--- src/ramPkg.sv ---
package ramPkg;

//----------------------------------------------------------------------
// CSR window, byte offsets of 32 bit words
//----------------------------------------------------------------------
localparam int cCsrCtrl   = 'h00;	// Control, bit 0 enable
localparam int cCsrStat   = 'h04;	// Status, read only
localparam int cCsrWrCnt  = 'h08;	// Finished writes
localparam int cCsrRdCnt  = 'h0c;	// Finished reads
localparam int cCsrLastRd = 'h10;	// Most recent SRAM read data

// Status word layout
localparam int cStatBusyBit = 0;	// Sequencer not idle

//----------------------------------------------------------------------
// Pin sequencer
//----------------------------------------------------------------------
// Write path  Idle > WrSetup > WrPulse  > Release > Idle
// Read path   Idle > RdSetup > RdSample > Release > Idle
typedef enum logic [2:0] {
	Idle,		// Waiting for a queue entry
	WrSetup,	// Address and CE valid
	WrPulse,	// WE low, data on the pins
	RdSetup,	// Address, CE and OE valid
	RdSample,	// Access time, data captured at the end
	Release		// Pins back to inactive
} seqStateT;

// Clocks one SRAM access keeps the sequencer busy
localparam int cSeqCycles = 3;

endpackage

--- src/ramStatIf.sv ---
// Status path between the SRAM unit and the CSR block
interface ramStatIf #(
	parameter int pRamDqWidth = 8
);
	logic [pRamDqWidth-1:0]	rdData;		// Last data read from the SRAM
	logic					rdValid;	// One cycle, rdData just updated
	logic					wrDone;		// One cycle, write finished
	logic					busy;		// Sequencer away from Idle
	logic					enable;		// Control bit, 0 stalls new accesses

	// SRAM unit side
	modport producer (
		output rdData, rdValid, wrDone, busy,
		input  enable
	);

	// CSR side
	modport consumer (
		input  rdData, rdValid, wrDone, busy,
		output enable
	);
endinterface

--- src/ramCsr.sv ---
module ramCsr
	import ramPkg::*;
#(
	parameter int						pBlockAdrsMap	= 8,
	parameter logic [pBlockAdrsMap-1:0]	pAdrsMap		= 'h06,
	parameter int						pBusAdrsBit		= 32,
	parameter int						pCsrAdrsWidth	= 16,
	parameter int						pRamDqWidth		= 8
)(
	input  logic					iSysClk,
	input  logic					rstN,
	// Usi slave
	input  logic [31:0]				usiWd,
	input  logic [pBusAdrsBit-1:0]	usiAdrs,
	input  logic					usiWCke,
	input  logic					usiRCke,
	output logic [31:0]				usiRd,
	output logic					usiREd,
	ramStatIf.consumer				stat
);

logic [pCsrAdrsWidth-1:0]	ofs;
logic						hit;		// Block select matches
logic						known;		// Offset maps to a register
logic						ctrlEnable;
logic [31:0]				wrCnt;
logic [31:0]				rdCnt;
logic [pRamDqWidth-1:0]		lastRd;
logic [31:0]				rdMux;

//----------------------------------------------------------------------
// Address decode
//----------------------------------------------------------------------
assign hit = (usiAdrs[pBusAdrsBit-1 -: pBlockAdrsMap] == pAdrsMap);
assign ofs = usiAdrs[pCsrAdrsWidth-1:0];

always_comb
begin
	known = 1'b1;
	rdMux = '0;
	case (ofs)
		pCsrAdrsWidth'(cCsrCtrl):   rdMux[0] = ctrlEnable;
		pCsrAdrsWidth'(cCsrStat):   rdMux[cStatBusyBit] = stat.busy;
		pCsrAdrsWidth'(cCsrWrCnt):  rdMux = wrCnt;
		pCsrAdrsWidth'(cCsrRdCnt):  rdMux = rdCnt;
		pCsrAdrsWidth'(cCsrLastRd): rdMux = 32'(lastRd);	// Zero extended
		default:                    known = 1'b0;
	endcase
end

// Control, counters and last read
always_ff @(posedge iSysClk or negedge rstN)
begin
	if (!rstN)
	begin
		ctrlEnable <= 1'b1;		// Sequencer runs out of reset
		wrCnt      <= '0;
		rdCnt      <= '0;
		lastRd     <= '0;
		usiREd     <= 1'b0;
	end
	else
	begin
		if (hit && usiWCke && (ofs == pCsrAdrsWidth'(cCsrCtrl)))
			ctrlEnable <= usiWd[0];
		if (stat.wrDone)
			wrCnt <= wrCnt + 1'b1;
		if (stat.rdValid)
		begin
			rdCnt  <= rdCnt + 1'b1;
			lastRd <= stat.rdData;
		end
		usiREd <= hit && usiRCke && known;	// Foreign or unknown stays silent
	end
end

// Read data, one cycle after the request
always_ff @(posedge iSysClk)
begin
	if (hit && usiRCke && known)
		usiRd <= rdMux;
end

assign stat.enable = ctrlEnable;

endmodule

--- src/flat_wrapper.sv ---
// flat-port wrapper written by rule: the top's interface ports become plain ports
module ramCsr_flat import ramPkg::*;
#(
	parameter int						pBlockAdrsMap	= 8,
	parameter logic [pBlockAdrsMap-1:0]	pAdrsMap		= 'h06,
	parameter int						pBusAdrsBit		= 32,
	parameter int						pCsrAdrsWidth	= 16,
	parameter int						pRamDqWidth		= 8
)
  (iSysClk, rstN, usiWd, usiAdrs, usiWCke, usiRCke, usiRd, usiREd, stat_rdData, stat_rdValid, stat_wrDone, stat_busy, stat_enable);
  ramStatIf #(.pRamDqWidth(pRamDqWidth)) stat_i ();
  input  logic iSysClk;
  input  logic rstN;
  input  logic [31:0] usiWd;
  input  logic [pBusAdrsBit-1:0] usiAdrs;
  input  logic usiWCke;
  input  logic usiRCke;
  output logic [31:0] usiRd;
  output logic usiREd;
  input wire logic [$bits(stat_i.rdData)-1:0] stat_rdData;
  input wire logic [$bits(stat_i.rdValid)-1:0] stat_rdValid;
  input wire logic [$bits(stat_i.wrDone)-1:0] stat_wrDone;
  input wire logic [$bits(stat_i.busy)-1:0] stat_busy;
  output wire logic [$bits(stat_i.enable)-1:0] stat_enable;
  assign stat_i.rdData = stat_rdData;
  assign stat_i.rdValid = stat_rdValid;
  assign stat_i.wrDone = stat_wrDone;
  assign stat_i.busy = stat_busy;
  assign stat_enable = stat_i.enable;
  ramCsr #(.pBlockAdrsMap(pBlockAdrsMap), .pAdrsMap(pAdrsMap), .pBusAdrsBit(pBusAdrsBit), .pCsrAdrsWidth(pCsrAdrsWidth), .pRamDqWidth(pRamDqWidth)) u_core (.iSysClk(iSysClk), .rstN(rstN), .usiWd(usiWd), .usiAdrs(usiAdrs), .usiWCke(usiWCke), .usiRCke(usiRCke), .usiRd(usiRd), .usiREd(usiREd), .stat(stat_i));
endmodule
--- config.mk ---
export PLATFORM = sky130hd
export DESIGN_NAME = ramCsr_flat
export DESIGN_NICKNAME = d
export VERILOG_FILES = /design/src/ramPkg.sv /design/src/ramStatIf.sv /design/src/ramCsr.sv /design/src/flat_wrapper.sv
export SDC_FILE = /design/constraint.sdc
export NUM_CORES = 1
export LEC_CHECK = 0
export BUFFER_PORTS_ARGS = -buffer_cell sky130_fd_sc_hd__buf_2
export CAP_MARGIN = 20
export CORE_MARGIN = 4
export CORE_UTILIZATION = 39
export DETAILED_ROUTE_END_ITERATION = 12
export GPL_ROUTABILITY_DRIVEN = 0
export SLEW_MARGIN = 10
export SYNTH_ARGS = -nofsm -noshare
export SYNTH_HDL_FRONTEND = slang
export SYNTH_SLANG_ARGS = --single-unit
--- constraint.sdc ---
create_clock -name iSysClk -period 3.26 [get_ports iSysClk]
set_clock_uncertainty 0.2 [all_clocks]
set_input_delay 0.652 -clock iSysClk [delete_from_list [all_inputs] [get_ports iSysClk]]
set_output_delay 0.652 -clock iSysClk [all_outputs]
set_load 0.02 [all_outputs]
# Word-level counts from Yosys, hierarchy flattened
# Cells that the tools add are included.
word_totals:
  elab_cells: 22
  output_inout_bits: 34
  regBits: 106
  input_bits: 79
op_classes:
  n_reduce_logical: 6
  eq_ne: 5
  n_mux: 3
  n_addsub: 2
ops:
  columns: ["op", "count"]
  rows:
  - ["one-hot mux 31 bit (3 select lines)", 1]
  - ["adder 32 x 1 -> 32 bit (second input constant)", 2]
  - ["equality test 16 x 4 -> 1 bit (second input constant)", 2]
  - ["equality test 16 x 3 -> 1 bit (second input constant)", 1]
  - ["equality test 16 x 5 -> 1 bit (second input constant)", 1]
  - ["logical NOT 16 bit", 1]
  - ["equality test 8 x 3 -> 1 bit (second input constant)", 1]
  - ["one-hot mux 1 bit (5 select lines)", 1]
  - ["OR reduction 5 bit", 1]
  - ["logical AND 1 bit", 4]
  - ["two-way mux 1 bit", 1]

# Depth between registers and ports, before layout
depth:
  word_depth: 4
  depth_mapped: 6
  mapped_depth_nobuf: 5

# Worst setup path before layout
# OpenSTA, ideal clock, no wires.
synth_path:
  kind: "input to register"
  startpoint: "input port usiAdrs[5]"
  endpoint: "register u_core.usiRd[0] (enable)"
  cell_stages: 4
  required_time_ns: 2.638
  setup_time_ns: 0.422
  setup_slack_ns: -0.041
  arrival_ns: 2.679
  n_path_buf: 0
  cell_sequence: "nor4_1 -> and4_1 -> o21ai_0 -> nor2_1"
synth_between:
  elab_chain_len: 4
  word_cells_on_any_way: 8
  classes_between: "eq/ne: 4; mux: 1; reduce/logical: 3"
synth_lines:
  columns: ["item", "line", "source"]
  rows:
  - ["from (decl)", "flat_wrapper.sv:15", "input logic [pBusAdrsBit-1:0] usiAdrs;"]
  - ["equality test 16 x 3 -> 1 bit (tied with other cells)", "ramCsr.sv:41", "case (ofs)"]
  - ["OR reduction 5 bit (no source line) (*)", null, null]
  - ["two-way mux 1 bit (*)", "ramCsr.sv:41", null]
  - ["logical AND 1 bit (*)", "ramCsr.sv:80", "if (hit && usiRCke && known)"]
  - ["to (signal assigned)", "ramCsr.sv:81", "usiRd <= rdMux;"]
  - ["to (decl)", "ramCsr.sv:17", "output logic [31:0] usiRd,"]
# Every way passes the cells marked *; elsewhere a longest branch is shown, timed or not.
# A chain may end at the register's enable or synchronous reset.

# Worst setup path after layout
layout_path:
  startpoint: "input port usiAdrs[5]"
  endpoint: "register u_core.usiRd[17] (data pin)"
layout_between:
  elab_chain_len: 2
  word_cells_on_any_way: 4
  classes_between: "eq/ne: 3; mux: 1"
layout_lines:
  columns: ["item", "line", "source"]
  rows:
  - ["equality test 16 x 5 -> 1 bit or equality test 16 x 4 -> 1 bit (tied branches)", "ramCsr.sv:41", null]
  - ["one-hot mux 31 bit (3 select lines) (*)", "ramCsr.sv:41", null]
  - ["via u_core.rdMux[17]", "ramCsr.sv:29", "logic [31:0] rdMux;"]
# The timed path passes the listed nets; every way through them passes the cells marked *.

==> flow_metrics.env <==
export IMPL_status="completed"
export IMPL_cp_slowest_cell="buf_4"
export IMPL_path_clk_slew_ns=0.07
export IMPL_cts_sinks=106
export IMPL_irDropWorstVdd_mv=0.224
export IMPL_finalWirelength_um=10000
export IMPL_critPathMaxFanout=23
export IMPL_multi_input_area_mm2=0.00197
export IMPL_synth_cell_types=34
export IMPL_fin_crit_ns=2.32
export IMPL_diodes=0
export IMPL_path_class="in2reg"
export IMPL_ff_latch_area_mm2=0.00281
export IMPL_max_freq_ghz=0.431
export IMPL_ys_flop_type="dfrtp_1"
export IMPL_pwr_share_clk_pct=34.5
export IMPL_die_x_um=120
export IMPL_synth_async_reset_ratio_pct=69.8
export IMPL_grt_start_max_net_pins=44
export IMPL_nFillCells=1141
export IMPL_ant_nets=0
export IMPL_initial_core_util_pct=40.1
export IMPL_final_nets=555
export IMPL_synth_compound_area_share_pct=1.62
export IMPL_grt_ovfl_total=0
export IMPL_fp_dieH_um=120
export IMPL_yosys_warnings=0
export IMPL_numPortBuffers=73
export IMPL_synth_cells=399
export IMPL_setup_viol=0
export IMPL_synth_mux_area_share_pct=9.35
export IMPL_holdWs_ns=0.185
export IMPL_grt_use_total_pct=14.7
export IMPL_synth_adder_area_share_pct=0.515
export IMPL_cp_start_kind="input port"
export IMPL_drc=0
export IMPL_switching_power_uw=706
export IMPL_ios=113
export IMPL_combPwrFrac_pct=9.5
export IMPL_cp_end_kind="flip-flop"
export IMPL_drtIter0Drc=167
export IMPL_internal_power_mw=2.14
export IMPL_yosysTopAreaCell="dfrtp_1"
export IMPL_min_path_type="in2async"
export IMPL_leakage_nw=2.29
export IMPL_report_final_slew_viol_count=0
export IMPL_worstPathArrival_ns=2.31
export IMPL_ys_ff_latch=106
export IMPL_slowest_delay_ns=0.37
export IMPL_hold_buffers=0
export IMPL_yosysTopAreaCellShare_pct=37.6
export IMPL_synth_top_family_by_area="simple AND/OR/NAND/NOR gates"
export IMPL_synth_edff_count=32
export IMPL_syn_area_mm2=0.00486
export IMPL_cts_tree="built"
export IMPL_cellPowerDensity_mw_per_mm2=500
export IMPL_post_route_period_util_pct=71.2
export IMPL_cts_max_level=3
export IMPL_final_setup_tns_ns=0
export IMPL_hold_viol_final=0
export IMPL_drive_gt1_share_pct=23.2
export IMPL_core_mm2=0.0121
export IMPL_post_cts_buffers=0
export IMPL_wl_per_cell_um=15.5
export IMPL_clk_latency_ns=0.33
export IMPL_grt_pass1_wl_um=16800
export IMPL_yosys_top_cells_area="dfrtp_1 38%, edfxtp_1 20%, xnor2_1 9.6%"
export IMPL_synth_simple_area_share_pct=17.7
export IMPL_dpl_hpwl_um=7010
export IMPL_power_share_sequential_pct=55.9
export IMPL_path_cells="buf_2 > nor4_1 > and4_1 > nand3_1 > buf_4 > nor2_1"
export IMPL_dp_cells=631
export IMPL_cts_resized=0
export IMPL_rsz0062_at_grt="no"
export IMPL_syn_area_per_cell_um2=12.2
export IMPL_firstDrtPassIters=4
export IMPL_dieArea_mm2=0.0143
export IMPL_cp_data_required_time_ns=3.25
export IMPL_relSlewSlack_pct=48.4
export IMPL_yosys_area_share_xor_xnor_pct=11.2
export IMPL_num_rows=40
export IMPL_grt_pass1_vias=3335
export IMPL_yosysSeqAreaShare_pct=57.9
export IMPL_cts_root_buf="clkbuf_16"
export IMPL_vias=3246
export IMPL_antenna_found_initial=0
export IMPL_synth_nets=480
export IMPL_routed_via_density=5.02
export IMPL_final_util_pct=47.0
export IMPL_worst_pin_slew_ns=0.772
export IMPL_swShare_pct=24.8
export IMPL_drv_cap=0
export IMPL_area_growth_pct=17.2
export IMPL_cts_buffers=9
export IMPL_cts_path_max_buffers=2
export IMPL_instances_no_fill=647
==> synth_stat cells (all sizes together), types with 5 or more instances <==
cell type,instances
dfrtp,73
xnor2,53
nor2,40
nand4,37
mux2i,33
edfxtp,32
nand2,21
nand3,17
and3,12
mux2,11
nor3,10
xor2,9
clkbuf,8
o2bb2ai,7
buf,6
inv,6
nor4,6
and2,5
==> registers in the layout, summed over array words and instances (netlist names) <==
signal	count
u_core.rdCnt	32
u_core.usiRd	32
u_core.usiREd	1
u_core.lastRd	8
u_core.stat.enable	1
u_core.wrCnt	32
==> worst paths after layout <==
path,startpoint,slack [ns],depth (start not counted),endpoint
worst min register to register,u_core.wrCnt[31]$_DFFE_PN0P_,0.28,1,u_core.wrCnt[31]$_DFFE_PN0P_
min in group iSysClk,u_core.wrCnt[31]$_DFFE_PN0P_,0.28,1,u_core.wrCnt[31]$_DFFE_PN0P_
worst min-delay path,rstN,0.19,1,u_core.lastRd[2]$_DFFE_PN0P_
max in group asynchronous,rstN,1.98,2,u_core.rdCnt[25]$_DFFE_PN0P_
worst max register to register,u_core.wrCnt[0]$_DFFE_PN0P_,1.17,5,u_core.wrCnt[18]$_DFFE_PN0P_
worst max-delay path,usiAdrs[5],0.94,6,u_core.usiRd[17]$_DFFE_PP_
==> placed cells by master (no fill, tap or decap), types with 2 or more instances in the layout <==
cell type	count
edfxtp_1	32
mux2i_1	33
o2bb2ai_1	7
buf_4	4
nor3_1	8
buf_2	73
nor4_1	3
xor2_1	9
nand2_1	21
clkbuf_1	5
inv_1	6
mux2_2	11
clkbuf_16	9
xnor2_1	53
and3_1	12
nand4_1	35
ha_1	2
nand4b_1	2
nor2_1	39
and4_1	2
nor4_2	2
dfrtp_1	73
nand3_1	17
and2_1	5
nor3_2	2
==> worst max-delay path: cells and delay by family <==
| kind | cells | cell delay [ns] |
|---|---|---|
| AND/OR/NAND/NOR | 4 | 1.18 |
| buffers and inverters | 2 | 0.47 |
==> kinds of logic after synthesis <==
family                     Yosys count
AOI/OAI and AO/OA                   10
xor gates and xnor gates            62
DFF                                106
adders and majority gates            2
buffers and inverters               20
muxes                               44
and+or+nand+nor                    155
==> metal layers <==
layer | share of wire (%) | GRT usage, % | routed length (um)
met1 | 48 | 20.6 | 4830
met2 | 48 | 23.0 | 4820
met5 | 0 | 0 | 0
met4 | 1.0 | 4.80 | 105
met3 | 2.8 | 3.16 | 278
==> through the flow <==
| stage | power [mW] | worst slack (ns) | instance area, um2 |
|---|---|---|---|
| 2_1_floorplan | 1.77 | 0.475 | 4860 |
| 5_1_grt | 2.98 | 0.798 | 5690 |
| 4_1_cts | 2.87 | 0.953 | 5690 |
| 6_report | 2.84 | 0.938 | 5690 |
| 3_5_place_dp | 1.89 | 0.588 | 5430 |
| 3_3_place_gp | 1.88 | 0.676 | 5430 |
==> power groups by stage <==
stage               clock network, mW  registers [mW]  logic, mW
floorplan                           0            1.58      0.194
global placement                    0            1.61      0.270
detailed placement                  0            1.62      0.277
CTS                              1.00            1.59      0.279
global route                     1.06            1.61      0.314
finish                          0.982            1.59      0.272
==> final cells by class <==
class / count / share of cell area (%)
sequential: 106 / 49.4
multi-input combinational: 273 / 34.6
timing repair buffer: 78 / 7.30
clock buffer: 15 / 4.53
tap: 168 / 3.69
inverter: 6 / 0.396
clock inverter: 1 / 0.0879
Power figures use the tool's default switching activity.
